==> src/common/mem_if_config.svh <==
// Build-time sizes of the memory subsystem
//   word and address widths
//   bank grant delay
//   depth of each RAM bank
`ifndef MEM_IF_CONFIG_SVH
`define MEM_IF_CONFIG_SVH

// Data word width
`define MEM_BITS 16

// Word address width, top bit picks the bank
`define MEM_ADDRESS_BITS 15

// Cycles from valid rising to rdy
`define BANK_GRANT_CYCLES 3

// Words per bank, half the address space
`define RAM_BANK_WORDS (1 << (`MEM_ADDRESS_BITS - 1))

`endif

==> src/common/mem_if_pkg.sv <==
// Shared types of the memory interface
//   address and word types
//   data path request, pipeline stage and memory bus structs
//   arbiter state encoding
`default_nettype none
`include "mem_if_config.svh"

package mem_if_pkg;

	typedef logic [`MEM_ADDRESS_BITS-1:0] addr_t;
	typedef logic [`MEM_BITS-1:0] word_t;

	// Request from the data path
	typedef struct packed {
		addr_t      addr;
		word_t      wdata;
		logic       rd_req;
		logic       wr_req;
		logic [1:0] wr_mask;
	} data_req_t;

	// One pipeline stage entry
	typedef struct packed {
		addr_t      addr;
		word_t      wdata;
		logic [1:0] wr_mask;
		logic       is_read;
		logic       is_instr;
		logic       is_req;
	} stage_req_t;

	// Command to the RAM
	typedef struct packed {
		addr_t      addr;
		word_t      wdata;
		logic [1:0] wr_mask;
		logic       wr;
	} mem_bus_t;

	typedef enum logic [1:0] {
		st_idle,
		st_request_bank,
		st_execute,
		st_bank_switch
	} arb_state_e;

endpackage

`default_nettype wire

==> src/cpu_memory_interface/cpu_memory_interface.sv <==
// Memory interface between CPU fetch/data paths and banked memory
//   arbiter state machine instance
//   request pipeline instance
//   read data fan-out to both channels
`timescale 1ns/100ps
`default_nettype none

module cpu_memory_interface (
	input  logic                  CLK,
	input  logic                  RSTb,
	input  mem_if_pkg::addr_t     instr_addr,
	input  logic                  instr_read_req,
	output mem_if_pkg::word_t     instr_data,
	output mem_if_pkg::addr_t     instr_addr_out,
	output logic                  instr_success,
	output logic                  instr_will_queue,
	input  mem_if_pkg::data_req_t data_req,
	output mem_if_pkg::word_t     data_rdata,
	output logic                  data_success,
	output logic                  data_was_requested,
	output logic [1:0]            data_wr_mask_out,
	input  logic                  halt,
	output logic                  bank_sw,
	output mem_if_pkg::mem_bus_t  mem_bus,
	input  mem_if_pkg::word_t     mem_rdata,
	output logic                  valid,
	input  logic                  rdy
);
	import mem_if_pkg::*;

	arb_state_e state;
	logic       exec_cycle;
	logic       capture_flags;
	logic       replay;
	logic       in_execute;
	logic       any_req;
	logic       bank_switch_required;

	// Success and writes only while the bank is held
	assign in_execute = (state == st_execute);

	// Memory data goes to both channels, success says which one is valid
	assign instr_data = mem_rdata;
	assign data_rdata = mem_rdata;

	mem_arbiter_fsm u_fsm (
		.CLK                  (CLK),
		.RSTb                 (RSTb),
		.any_req              (any_req),
		.rdy                  (rdy),
		.halt                 (halt),
		.bank_switch_required (bank_switch_required),
		.state                (state),
		.exec_cycle           (exec_cycle),
		.capture_flags        (capture_flags),
		.replay               (replay),
		.bank_sw              (bank_sw),
		.valid                (valid)
	);

	mem_request_pipe u_pipe (
		.CLK                  (CLK),
		.RSTb                 (RSTb),
		.instr_addr           (instr_addr),
		.instr_read_req       (instr_read_req),
		.data_req             (data_req),
		.exec_cycle           (exec_cycle),
		.capture_flags        (capture_flags),
		.replay               (replay),
		.in_execute           (in_execute),
		.mem_bus              (mem_bus),
		.any_req              (any_req),
		.bank_switch_required (bank_switch_required),
		.instr_addr_out       (instr_addr_out),
		.instr_success        (instr_success),
		.instr_will_queue     (instr_will_queue),
		.data_success         (data_success),
		.data_was_requested   (data_was_requested),
		.data_wr_mask_out     (data_wr_mask_out)
	);

endmodule

`default_nettype wire

==> src/cpu_memory_interface/mem_arbiter_fsm.sv <==
// Bank arbiter state machine
//   idle, request bank, execute and bank switch states
//   valid and bank_sw decoded from the state
//   load, capture and replay controls for the request pipeline
`timescale 1ns/100ps
`default_nettype none

module mem_arbiter_fsm (
	input  logic                   CLK,
	input  logic                   RSTb,
	input  logic                   any_req,
	input  logic                   rdy,
	input  logic                   halt,
	input  logic                   bank_switch_required,
	output mem_if_pkg::arb_state_e state,
	output logic                   exec_cycle,
	output logic                   capture_flags,
	output logic                   replay,
	output logic                   bank_sw,
	output logic                   valid
);
	import mem_if_pkg::*;

	arb_state_e next_state;

	always_ff @(posedge CLK) begin
		if (!RSTb) begin
			state <= st_idle;
		end else begin
			state <= next_state;
		end
	end

	always_comb begin
		next_state = state;
		unique case (state)
			// Wait for any channel to ask
			st_idle: begin
				if (any_req) begin
					next_state = st_request_bank;
				end
			end
			// Hold valid until the owner grants
			st_request_bank: begin
				if (rdy) begin
					next_state = st_execute;
				end
			end
			st_execute: begin
				if (bank_switch_required) begin
					next_state = st_bank_switch;
				end else if (!any_req && halt) begin
					// Nothing pending, park
					next_state = st_idle;
				end
			end
			// One cycle with the bank released, then ask again
			st_bank_switch: begin
				next_state = st_request_bank;
			end
			default: begin
				next_state = st_idle;
			end
		endcase
	end

	// New requests enter stage 1 only in a clean execute cycle
	assign exec_cycle = (state == st_execute) && !bank_switch_required;
	// Stage 2 hit a bank change, push it back into stage 1
	assign replay = (state == st_execute) && bank_switch_required;
	// Outside execute, stage 1 tracks the held data request
	assign capture_flags = (state != st_execute);

	assign bank_sw = (state == st_bank_switch) || (state == st_request_bank);
	assign valid = (state == st_request_bank) || (state == st_execute);

endmodule

`default_nettype wire

==> src/cpu_memory_interface/mem_request_pipe.sv <==
// Two-stage request pipeline of the memory interface
//   data over instruction request selection
//   stage 1 (drives memory) and stage 2 (reports success)
//   registered bank change detection between stages
//   per-channel success and gated write strobe
`timescale 1ns/100ps
`default_nettype none
`include "mem_if_config.svh"

module mem_request_pipe (
	input  logic                  CLK,
	input  logic                  RSTb,
	input  mem_if_pkg::addr_t     instr_addr,
	input  logic                  instr_read_req,
	input  mem_if_pkg::data_req_t data_req,
	input  logic                  exec_cycle,
	input  logic                  capture_flags,
	input  logic                  replay,
	input  logic                  in_execute,
	output mem_if_pkg::mem_bus_t  mem_bus,
	output logic                  any_req,
	output logic                  bank_switch_required,
	output mem_if_pkg::addr_t     instr_addr_out,
	output logic                  instr_success,
	output logic                  instr_will_queue,
	output logic                  data_success,
	output logic                  data_was_requested,
	output logic [1:0]            data_wr_mask_out
);
	import mem_if_pkg::*;

	localparam int BANK_BIT = `MEM_ADDRESS_BITS - 1;

	stage_req_t stage_1;
	stage_req_t stage_1_next;
	stage_req_t stage_2;
	stage_req_t data_entry;
	stage_req_t instr_entry;
	logic       data_active;
	logic       ok_to_complete;

	assign data_active = data_req.rd_req || data_req.wr_req;
	assign any_req = data_active || instr_read_req;

	// Candidate entries for stage 1
	always_comb begin
		data_entry.addr     = data_req.addr;
		data_entry.wdata    = data_req.wdata;
		data_entry.wr_mask  = data_req.wr_mask;
		data_entry.is_read  = data_req.rd_req;
		data_entry.is_instr = 1'b0;
		data_entry.is_req   = 1'b1;

		// Instruction fetch is always a full-word read
		instr_entry.addr     = instr_addr;
		instr_entry.wdata    = '0;
		instr_entry.wr_mask  = 2'b00;
		instr_entry.is_read  = 1'b1;
		instr_entry.is_instr = 1'b1;
		instr_entry.is_req   = 1'b1;
	end

	always_comb begin
		stage_1_next = stage_1;
		instr_will_queue = 1'b0;
		if (replay) begin
			// Retry the failed stage as a read, CPU repeats any write
			stage_1_next = stage_2;
			stage_1_next.is_read = 1'b1;
		end else if (exec_cycle) begin
			if (data_active) begin
				stage_1_next = data_entry;
			end else if (instr_read_req) begin
				stage_1_next = instr_entry;
				instr_will_queue = 1'b1;
			end else begin
				// Bubble
				stage_1_next = '0;
			end
		end else if (capture_flags && data_active) begin
			// Keep stage 1 on the held data request while waiting for the bank
			stage_1_next = data_entry;
		end
	end

	always_ff @(posedge CLK) begin
		if (!RSTb) begin
			stage_1 <= '0;
			stage_2 <= '0;
			bank_switch_required <= 1'b0;
		end else begin
			stage_1 <= stage_1_next;
			// Stage 2 always advances
			stage_2 <= stage_1;
			// Flags the entry now moving into stage 2
			bank_switch_required <= stage_1.addr[BANK_BIT] != stage_2.addr[BANK_BIT];
		end
	end

	assign ok_to_complete = in_execute && !bank_switch_required;

	// Stage 1 drives the memory
	assign mem_bus.addr    = stage_1.addr;
	assign mem_bus.wdata   = stage_1.wdata;
	assign mem_bus.wr_mask = stage_1.wr_mask;
	assign mem_bus.wr      = ok_to_complete && stage_1.is_req && !stage_1.is_read &&
		!stage_1.is_instr;

	// Stage 2 reports back
	assign instr_success      = ok_to_complete && stage_2.is_req && stage_2.is_instr;
	assign data_success       = ok_to_complete && stage_2.is_req && !stage_2.is_instr;
	assign data_was_requested = stage_2.is_req && !stage_2.is_instr;
	assign data_wr_mask_out   = stage_2.wr_mask;
	assign instr_addr_out     = stage_2.addr;

endmodule

`default_nettype wire

==> config.mk <==
export PLATFORM = sky130hd
export DESIGN_NAME = cpu_memory_interface
export DESIGN_NICKNAME = d
export VERILOG_FILES = /design/src/common/mem_if_pkg.sv /design/src/cpu_memory_interface/cpu_memory_interface.sv /design/src/cpu_memory_interface/mem_arbiter_fsm.sv /design/src/cpu_memory_interface/mem_request_pipe.sv
export VERILOG_INCLUDE_DIRS = /design/src /design/src/common
export SDC_FILE = /design/constraint.sdc
export NUM_CORES = 1
export LEC_CHECK = 0
export BUFFER_PORTS_ARGS = -buffer_cell sky130_fd_sc_hd__buf_2
export CAP_MARGIN = 20
export CORE_ASPECT_RATIO = 0.75
export CORE_MARGIN = 10
export CORE_UTILIZATION = 52
export CTS_CLUSTER_SIZE = 30
export DETAILED_ROUTE_END_ITERATION = 12
export HOLD_SLACK_MARGIN = 0.06
export PLACE_DENSITY = 0.84
export SLEW_MARGIN = 20
export SYNTH_ARGS = -nofsm -noshare
export SYNTH_HDL_FRONTEND = slang
export SYNTH_SLANG_ARGS = --single-unit
export TNS_END_PERCENT = 30
==> constraint.sdc <==
create_clock -name CLK -period 4 [get_ports CLK]
set_input_delay 0 -clock CLK [delete_from_list [all_inputs] [get_ports CLK]]
set_output_delay 0 -clock CLK [all_outputs]
set_load 0.02 [all_outputs]
# --- After elaboration in Yosys (flattened, before gate mapping) ---
# Cells that the tools add are included.
# W data, S select, Z words.
totals:
  regBits: 74
  in_bits: 71
op_classes:
  eq_ne: 8
  mux: 14
  reduce_logical: 23
op_table:
  columns: ["cell", "n"]
  rows:
  - ["$mux W36", 5]
  - ["$logic_and A1 B1 Y1", 11]
  - ["$mux W2", 4]
  - ["$pmux W2 S4", 1]
  - ["$logic_not A1 Y1", 5]
  - ["$eq A2 B2 Y1 const B", 2]
  - ["$logic_or A1 B1 Y1", 4]
  - ["$mux W1", 4]
  - ["$ne A2 B2 Y1 const B", 2]
  - ["$ne A3 B3 Y1 const B", 1]
  - ["$reduce_and A3 Y1", 1]
  - ["$reduce_bool A3 Y1", 1]
  - ["$eq A2 B1 Y1 const B", 1]
  - ["$logic_not A2 Y1", 1]
  - ["$ne A2 B1 Y1 const B", 1]
  - ["$ne A1 B1 Y1", 1]

# --- Depth between registers and ports, before layout ---
# Gate-level depths: netlist (run 1).
logic_depth:
  word_depth: 7
  ltp_mapped: 9

# --- Cells and area by module ---
# Synthesis (run 1) repeated with hierarchy kept, for this count alone.
hier_totals:
  hier_cells: 401
  hier_area_um2: 3983.8
modules_own_cells:
  columns: ["mod", "n_inst", "cells_per_inst", "area_each_um2", "seq_area_each_um2"]
  rows:
  - ["mem_request_pipe", 1, 345, 3532.1, 1441.4]
  - ["cpu_memory_interface", 1, 33, 254.0, 0.0]
  - ["mem_arbiter_fsm", 1, 23, 197.7, 40.0]

# --- Least setup slack after synthesis (run 1) ---
# OpenSTA, ideal clock, no wires.
synth_path:
  path_type: "register -> register"
  startpoint: "register u_fsm.state[0]"
  endpoint: "register u_pipe.stage_1 (netlist bit u_pipe.mem_bus[23])"
  setup_ps: 79
  t_arrival_ps: 1795
  required_ps: 3921
  slack_ps: 2127
  stages_incl_launch_ff: 9
  n_path_buf: 3
  synth_period_minus_slack_ps: 1873
  path_cell_list: "dfxtp_1 inv_1 ha_1 buf_6 and2_4 or4_4 buf_6 buf_6 o221ai_2"
synth_between:
  elab_chain_cells: 4
  elab_cells_between_ends: 8
  classes_between: "eq/ne (2); mux (2); reduce/logical (4)"
synth_lines:
  columns: ["element", "line_no", "source"]
  rows:
  - ["start: declaration", "mem_arbiter_fsm.sv:15", "output mem_if_pkg::arb_state_e state,"]
  - ["start signal: assignment", "mem_arbiter_fsm.sv:28", "state <= st_idle;"]
  - ["start signal: assignment", "mem_arbiter_fsm.sv:30", "state <= next_state;"]
  - ["$eq A2 B2 Y1", "mem_arbiter_fsm.sv:68, mem_arbiter_fsm.sv:70", null]
  - ["$logic_and A1 B1 Y1", "mem_arbiter_fsm.sv:68", "assign exec_cycle = (state == st_execute) && !bank_switch_required;"]
  - ["$mux W36", "mem_request_pipe.sv:70", "end else if (exec_cycle) begin"]
  - ["$mux W36", "mem_request_pipe.sv:66", "if (replay) begin"]
  - ["end signal: assignment", "mem_request_pipe.sv:92", "stage_1 <= stage_1_next;"]
  - ["end: declaration", "mem_request_pipe.sv:34", "stage_req_t stage_1;"]
# Parallel ways exist; a longest one is shown, timed or not.
# A chain may end at the register's enable or synchronous reset.

# --- Final worst setup path (run 1) ---
layout_path:
  startpoint: "register u_fsm.state[0]"
  endpoint: "register u_pipe.stage_1 (netlist bit u_pipe.mem_bus[8])"
# Same word-level chain as after synthesis.

==> results of run 1 <==
state kept, by name, indices dropped and copies added (netlist names):
| register | count |
|---|---|
| u_fsm.state | 2 |
| u_pipe.bank_switch_required | 1 |
| u_pipe.data_wr_mask_out | 2 |
| u_pipe.instr_addr_out | 15 |
| u_pipe.mem_bus | 33 |
| u_pipe.stage_1 | 3 |
| u_pipe.stage_2 | 18 |
cell usage after synthesis:
cell type,count,area share
sky130_fd_sc_hd__a211oi_1,1,0.0020
sky130_fd_sc_hd__a21bo_2,1,0.0026
sky130_fd_sc_hd__a21oi_1,2,0.0026
sky130_fd_sc_hd__a22oi_1,1,0.0020
sky130_fd_sc_hd__a311oi_1,18,0.041
sky130_fd_sc_hd__and2_1,36,0.059
sky130_fd_sc_hd__and2_4,1,0.0023
sky130_fd_sc_hd__and3_1,1,0.0016
sky130_fd_sc_hd__and4b_1,1,0.0026
sky130_fd_sc_hd__buf_2,3,0.0039
sky130_fd_sc_hd__buf_4,84,0.16
sky130_fd_sc_hd__buf_6,5,0.015
sky130_fd_sc_hd__clkbuf_1,21,0.021
sky130_fd_sc_hd__clkbuf_2,1,0.0013
sky130_fd_sc_hd__dfxtp_1,74,0.39
sky130_fd_sc_hd__ha_1,5,0.016
sky130_fd_sc_hd__inv_1,19,0.019
sky130_fd_sc_hd__inv_2,1,0.00098
sky130_fd_sc_hd__mux2_2,1,0.0029
sky130_fd_sc_hd__mux2i_1,16,0.042
sky130_fd_sc_hd__nand2_1,35,0.034
sky130_fd_sc_hd__nand2b_1,2,0.0033
sky130_fd_sc_hd__nor2_1,1,0.00098
sky130_fd_sc_hd__nor2b_1,2,0.0033
sky130_fd_sc_hd__nor3_1,19,0.025
sky130_fd_sc_hd__nor3b_1,1,0.0020
sky130_fd_sc_hd__nor4b_1,3,0.0069
sky130_fd_sc_hd__o2111ai_1,1,0.0023
sky130_fd_sc_hd__o211ai_1,16,0.031
sky130_fd_sc_hd__o21ai_0,18,0.024
sky130_fd_sc_hd__o21ba_2,2,0.0052
sky130_fd_sc_hd__o221a_2,2,0.0059
sky130_fd_sc_hd__o221ai_1,5,0.011
sky130_fd_sc_hd__o221ai_2,10,0.039
sky130_fd_sc_hd__o31ai_1,3,0.0059
sky130_fd_sc_hd__or2_1,1,0.0016
sky130_fd_sc_hd__or2_2,1,0.0016
sky130_fd_sc_hd__or3_1,1,0.0016
sky130_fd_sc_hd__or4_4,1,0.0029
sky130_fd_sc_hd__xnor2_1,1,0.0023
how the worst max path moves through the flow:
stage / startpoint / end / cells past startpoint
after floorplan: u_fsm.state[0] / u_pipe.mem_bus[23] / 8
after global placement: u_fsm.state[0] / u_pipe.stage_1[0] / 6
after detailed placement: u_fsm.state[0] / u_pipe.mem_bus[8] / 6
after CTS: u_fsm.state[0] / u_pipe.mem_bus[8] / 6
after global routing: u_fsm.state[0] / u_pipe.mem_bus[2] / 6
final: u_fsm.state[0] / u_pipe.mem_bus[8] / 6
stage by stage:
stage | utilization | instances | setup slack [ns]
floorplan | - | 417 | 2.13
global placement | 0.537 | 516 | 1.56
detailed placement | 0.537 | 516 | 1.45
CTS | 0.639 | 583 | 1.45
global route | 0.639 | 583 | 1.26
finish | 0.639 | 583 | 1.40
logic make-up after synthesis:
kind of cell | Yosys count
AO/OA/AOI/OAI | 80
XOR/XNOR | 1
adder cells (fa/ha/maj) | 5
buffers and inverters | 134
flip-flops | 74
multiplexers | 17
AND/OR/NAND/NOR | 106
tightest hold or removal path, delay by kind of cell:
family | cells | cell delay (ns)
AOI/OAI and AO/OA | 1 | 0.14
buffers and inverters | 1 | 0.07
muxes | 1 | 0.08
and+or+nand+nor | 1 | 0.11
area by class of cell:
class,instances,area share
inverter,20,0.0168
clock inverter,4,0.0112
timing repair buffer,166,0.245
tap,98,0.0274
clock buffer,12,0.0347
sequential,74,0.331
multi-input combinational,209,0.333
where the power goes:
part,internal [W],switching (W),leakage [nW]
Combinational,0.000175,0.000279,1.28
Sequential,0.000806,0.0000442,0.611
Clock,0.000322,0.000275,0.0986
per-layer routing:
layer,vias to the layer above,GRT usage,part of all wire
met4,0,0.0477,0.0065
met5,-,0,0
li1,1484,-,-
met2,125,0.318,0.51
met3,8,0.0595,0.065
met1,1502,0.216,0.42
layout by cell type, fill, tap and decap left out, types with 2 or more instances in the layout:
master	instances
sky130_fd_sc_hd__buf_2	111
sky130_fd_sc_hd__dfxtp_1	74
sky130_fd_sc_hd__dlygate4sd3_1	51
sky130_fd_sc_hd__and2_1	36
sky130_fd_sc_hd__nand2_1	35
sky130_fd_sc_hd__inv_1	19
sky130_fd_sc_hd__nor3_1	19
sky130_fd_sc_hd__o21ai_0	18
sky130_fd_sc_hd__a311oi_1	18
sky130_fd_sc_hd__mux2i_1	16
sky130_fd_sc_hd__o211ai_1	16
sky130_fd_sc_hd__clkbuf_8	11
sky130_fd_sc_hd__o221ai_2	10
sky130_fd_sc_hd__o221ai_1	5
sky130_fd_sc_hd__ha_1	5
sky130_fd_sc_hd__buf_4	4
sky130_fd_sc_hd__o31ai_1	3
sky130_fd_sc_hd__nand2b_1	2
sky130_fd_sc_hd__nor4b_1	2
sky130_fd_sc_hd__nor2b_1	2
sky130_fd_sc_hd__o21ba_2	2
sky130_fd_sc_hd__o221a_2	2
sky130_fd_sc_hd__a21oi_1	2
sky130_fd_sc_hd__clkinvlp_4	2
repair_timing:
item                      CTS  global route
resized for setup           0             0
hold buffers               51             0
hold endpoints to repair   67             0
==> summary.md, run 1 <==
| Metric | Value |
|---|---|
| Post-Synth Adder-Cell Area | `0.0164` |
| Reg-to-reg setup timing slack | `~1.4 ns` |
| Sum of overflow across all layers after global routing | `0` |
| Post-synthesis cell count | `about 420` |
| Largest family of logic cells by synthesized area | `buffers and inverters` |
| Die width | `119 µm` |
| Critical R2R Launch | `u_fsm.state[0]` |
| Min Tclk post-route | `roughly 2.6 ns` |
| Post-synthesis cell area | `around 3800 µm²` |
| Mean Syn Cell Area | `9.17 µm²` |
| Routability Congestion | `0.776` |
| Data arrival, critical path | `~2.8 ns` |
| Detailed-router iteration count before antenna repair | `4` |
| Hold endpoint | `u_pipe.mem_bus[24]` |
| First-iteration detailed-routing DRC count | `~190` |
| Hold slack final | `roughly 0.11 ns` |
| Final setup violation count | `0` |
| Leakage power total | `roughly 2.0 nW` |
| Antenna Nets Post-Route | `0` |
| Multi-input logic area | `about 1500 µm²` |
| Compound-Gate Fraction of Synth Area | `0.175` |
| Clk buf depth | `2` |
| Endpoint of the worst-slack reg-to-reg timing path | `u_pipe.mem_bus[8]` |
| CP endpoint kind | `flip-flop` |
| Number of antenna violations at the first check in global routing | `0` |
| Overall die height | `roughly 94 µm` |
| Worst hold path startpoint | `instr_addr[5]` |
| Max_cap viols | `0` |
| Worst setup path category | `reg -> reg` |
| Average via count per standard cell | `approximately 5.3` |
| First-pass GRT wire length | `~17 mm` |
| Hpwl dp | `roughly 6.7 mm` |
| Core outline area | `6990 µm²` |
| Kind of start point of the critical path | `flip-flop` |
| Worst slew pin tran | `between 0.8 and 0.9 ns` |
| Hold depth | `4` |
| RSZ-0062 raised after global routing | `no` |
| Number of pins with negative max-slew slack in the final report | `0` |
| Total CTS buffers | `9` |
| Worst VDD drop | `0.207 mV` |
| Buffers plus inverters on the worst setup path | `2` |
| # port buffers | `111` |
| Postcts setup bufs | `0` |
| Count of state elements after synthesis | `74` |
| Power density normalized to cell area | `425 nW/µm²` |
| Power, Total | `~0.0019 W` |
| Fraction of layout cells with a size suffix above 1 | `0.311` |
| Share of the clock period used by the worst path | `0.651` |
| Final clock skew | `approximately 0.012 ns` |
| Clock edge transition at the registers on the reported setup and hold paths | `0.08 ns` |
| Syn. warnings | `0` |
| TritonCTS Sinks | `74` |
| Max Fanout on Critical Path | `36` |
| Post-route cell area | `between 4000 and 5000 µm²` |
| Average wire per cell in the routed design | `roughly 18 µm` |
| Layout area overhead | `16.8%` |
| Upper clock frequency limit | `384 MHz` |
| Hold Fails Final Rpt | `0` |
| # nets final | `556` |
| Maximum number of pins on one net before global-route repair | `44` |
| Mux cell area share after synthesis | `0.0448` |
| Storage cell area | `1480 µm²` |
| FF-to-FF path depth | `6` |
| Largest incremental delay on the critical path | `between 0.8 and 0.9 ns` |
| Outcome | `finished, final reports clean` |
| Worst relative slew slack | `0.444` |
| Worst-Skew Late Latency | `0.33 ns` |
| Aggregate routed wire length | `between 10 and 15 mm` |
| Starting utilization of the core area | `0.547` |
| Required time reported for the critical path endpoint | `~4.2 ns` |
| XOR/XNOR Fraction of Synth Area | `0.00229` |
| Worst Hold Class | `in -> reg` |
| Post-Synthesis Net Count | `a little under 500` |
| Vias | `3,119` |
| Placed Instance Area | `~3800 µm²` |
| Simple-gate share of the synthesized area | `0.149` |
| CTS root buf | `sky130_fd_sc_hd__clkbuf_8` |
| Cell chain of the critical path | `inv_1 > ha_1 > o21ba_2 > or2_1 > buf_4 > a311oi_1` |
| Register area share after synthesis | `0.387` |
| Remaining DRCs | `0` |
| Top delay family on crit path | `compound AO/OA/AOI/OAI gates` |
| CTS tree | `built` |
| Antenna cell count | `0` |
| Count of distinct cell types in the synthesized netlist | `40` |
| Total routing resource utilization after global routing | `0.184` |
| Number of top-level design ports | `160` |
| Max H-tree Level | `3` |
| Area of the die | `about 11,000 µm²` |
| Standard-cell row count | `26` |
| Vias in the first global route | `about 3,400` |
| Number of fill cells | `roughly 550` |
| Final sum of negative setup slack | `0 ns` |
| Slowest cell on the critical path | `sky130_fd_sc_hd__o21ba_2` |
Power figures use the tool's default switching activity.
==> run 2: changes to the inputs <==
CORE_UTILIZATION = 48   (was 52)
PLACE_DENSITY = 0.78   (was 0.84)
clock period = 2.7 ns   (was 4 ns; I/O delays follow)
==> run 2 against run 1 <==
Global-route usage down 1.1 points. Total power grew 49%. Via count rose by 0.16%. Register-to-register slack worse by 0.76 ns. Clock skew up 0.00058 ns. Critical path type is now reg -> out. Largest cell class unchanged.
==> summary.md, run 2 (synthesized netlist as in run 1, its figures left out) <==
| Metric | Value |
|---|---|
| Number of top-level design ports | `160 (unchanged)` |
| Hpwl dp | `6.94 mm (+3.1%)` |
| RSZ-0062 raised after global routing | `no` |
| Worst-Skew Late Latency | `0.36 ns (+0.03 ns)` |
| Layout area overhead | `17.5%` |
| Kind of start point of the critical path | `flip-flop` |
| Leading cell types in the layout, fill and taps excluded | `111 x sky130_fd_sc_hd__buf_2, 74 x sky130_fd_sc_hd__dfxtp_1, 50 x sky130_fd_sc_hd__dlygate4sd3_1` |
| Outcome | `finished, final reports clean` |
| Share of the clock period used by the worst path | `0.774` |
| CTS root buf | `sky130_fd_sc_hd__clkbuf_8` |
| TritonCTS Sinks | `74 (unchanged)` |
| Power density normalized to cell area | `632 nW/µm² (+48%)` |
| Average via count per standard cell | `5.28 (-1.4%)` |
| Final clock skew | `0.0130 ns (+0.000581 ns)` |
| Vias in the first global route | `3,212 (-4.5%)` |
| Sum of overflow across all layers after global routing | `0 (unchanged)` |
| CP endpoint kind | `output pin` |
| Total CTS buffers | `9 (unchanged)` |
| Die width | `123 µm (+3.4%)` |
| Worst slew pin tran | `0.611 ns (-0.223 ns)` |
| Commonest non-fill, non-tap cell in the layout | `sky130_fd_sc_hd__buf_2` |
| Aggregate routed wire length | `10.6 mm (+0.22%)` |
| Overall die height | `97.3 µm (+3.2%)` |
| Antenna cell count | `0 (unchanged)` |
| Hold Fails Final Rpt | `0 (unchanged)` |
| Number of fill cells | `676 (+22%)` |
| Antenna Nets Post-Route | `0 (unchanged)` |
| Starting utilization of the core area | `0.490 (-0.0573)` |
| Clk buf depth | `2 (unchanged)` |
| # port buffers | `111 (unchanged)` |
| Worst Hold Class | `in -> reg` |
| First-iteration detailed-routing DRC count | `258 (+34%)` |
| Final setup violation count | `0 (unchanged)` |
| Required time reported for the critical path endpoint | `2.70 ns (-1.48 ns)` |
| Clock edge transition at the registers on the reported setup and hold paths | `0.08 ns (about the same)` |
| Min Tclk post-route | `roughly 2.1 ns` |
| Core outline area | `7810 µm² (+12%)` |
| Met2 usage in global routing | `0.273 (-0.0460)` |
| # nets final | `558 (+0.36%)` |
| Number of pins with negative max-slew slack in the final report | `0 (unchanged)` |
| Met3 GRT Util | `0.0598 (+0.000355)` |
| Area of the die | `12,000 µm² (+6.7%)` |
| Worst relative slew slack | `0.593 (+0.148)` |
| Detailed-router iteration count before antenna repair | `4 (unchanged)` |
| Top Usage Layer GRT | `met2` |
| Met1 Use GR | `0.211 (-0.00488)` |
| Leakage power total | `2.01 nW (+0.72%)` |
| Vias | `3,124 (+0.16%)` |
| First-pass GRT wire length | `16.8 mm (-1.2%)` |
| Worst setup path category | `reg -> out` |
| Final sum of negative setup slack | `0 ns (unchanged)` |
| Reg-to-reg setup timing slack | `0.64 ns (-0.76 ns)` |
| Max Fanout on Critical Path | `18 (-50%)` |
| Maximum number of pins on one net before global-route repair | `43 (-2.3%)` |
| Worst VDD drop | `0.250 mV (+20%)` |
| Routability Congestion | `0.808 (+4.2%)` |
| Worst slack at placement | `0.663 ns (-0.788 ns)` |
| Upper clock frequency limit | `479 MHz` |
| CTS tree | `built` |
| Data arrival, critical path | `2.09 ns (-0.69 ns)` |
| Worst setup margin | `0.610 ns (-0.788 ns)` |
| Number of antenna violations at the first check in global routing | `0 (unchanged)` |
| Remaining DRCs | `0 (unchanged)` |
| Average wire per cell in the routed design | `17.9 µm (-1.3%)` |
| Standard-cell row count | `28 (+7.7%)` |
| Max_cap viols | `0 (unchanged)` |
| Fraction of layout cells with a size suffix above 1 | `0.318 (+0.00693)` |
| Max reg flops | `33 (unchanged)` |
| Max H-tree Level | `3 (unchanged)` |
| Total routing resource utilization after global routing | `0.173 (-0.0113)` |
==> run 2: cell count changes in the layout (fill, tap and decap cells not counted), sizes merged <==
cell | before | now
clkbuf | 12 | 9
inv | 20 | 24
clkinvlp | 2 | 1
buf | 115 | 118
dlygate4sd3 | 51 | 50
==> run 2: where the power goes <==
| group | internal, W | leakage, nW | switching, W |
|---|---|---|---|
| clock | 0.000444 | 0.103 | 0.000455 |
| combinational | 0.000263 | 1.29 | 0.000417 |
| sequential | 0.00119 | 0.611 | 0.0000645 |
==> run 2: area by class of cell <==
cell class | instances | area (µm²) | share of cell area
Multi-Input combinational cell | 209 | 1490 | 0.331
Sequential cell | 74 | 1480 | 0.330
Timing Repair Buffer | 168 | 1110 | 0.247
Tap cell | 105 | 131 | 0.0292
Clock buffer | 9 | 124 | 0.0276
Clock inverter | 7 | 83.8 | 0.0187
Inverter | 20 | 75.1 | 0.0167
==> run 2: timing repair <==
item | CTS | global route
gates resized for setup | 0 | 0
hold buffers | 50 | 0
endpoints found under the hold margin | 66 | 0
setup buffers | 0 | 0
==> run 2: through the flow <==
step	std cells	hold slack (ns)	total power, W	cell area (µm²)	util
after global routing	592	0.0790	0.00298	4490	0.575
after CTS	592	0.0661	0.00286	4490	0.575
after global placement	526	0.000200	0.00185	3780	0.484
final	592	0.0735	0.00284	4490	0.575
after floorplan	417	0.113	0.00183	3820	-
after detailed placement	526	0.000200	0.00187	3780	0.484
==> run 2: final timing paths <==
| path | startpoint | cells after the start | end |
|---|---|---|---|
| min reg2reg | u_pipe.mem_bus[20] | 2 | u_pipe.instr_addr_out[1] |
| max reg2reg | u_fsm.state[0] | 5 | u_pipe.mem_bus[21] |
| min | rdy | 4 | u_fsm.state[0] |
| max | u_fsm.state[0] | 6 | instr_will_queue |
==> run 2: per-layer routing <==
metal	routed length, µm	part of all wire	vias up
met5	0	0	-
met3	967	0.091	22
met2	4990	0.47	157
li1	-	-	1488
met1	4400	0.42	1457
met4	219	0.021	0
==> run 2: worst max-delay path, cell delays in order (launching register included) <==
cell	delay, ns
sky130_fd_sc_hd__dfxtp_1	0.34
sky130_fd_sc_hd__inv_1	0.12
sky130_fd_sc_hd__ha_1	0.36
sky130_fd_sc_hd__nor4b_2	0.26
sky130_fd_sc_hd__buf_4	0.34
sky130_fd_sc_hd__and2_1	0.17
sky130_fd_sc_hd__buf_2	0.16
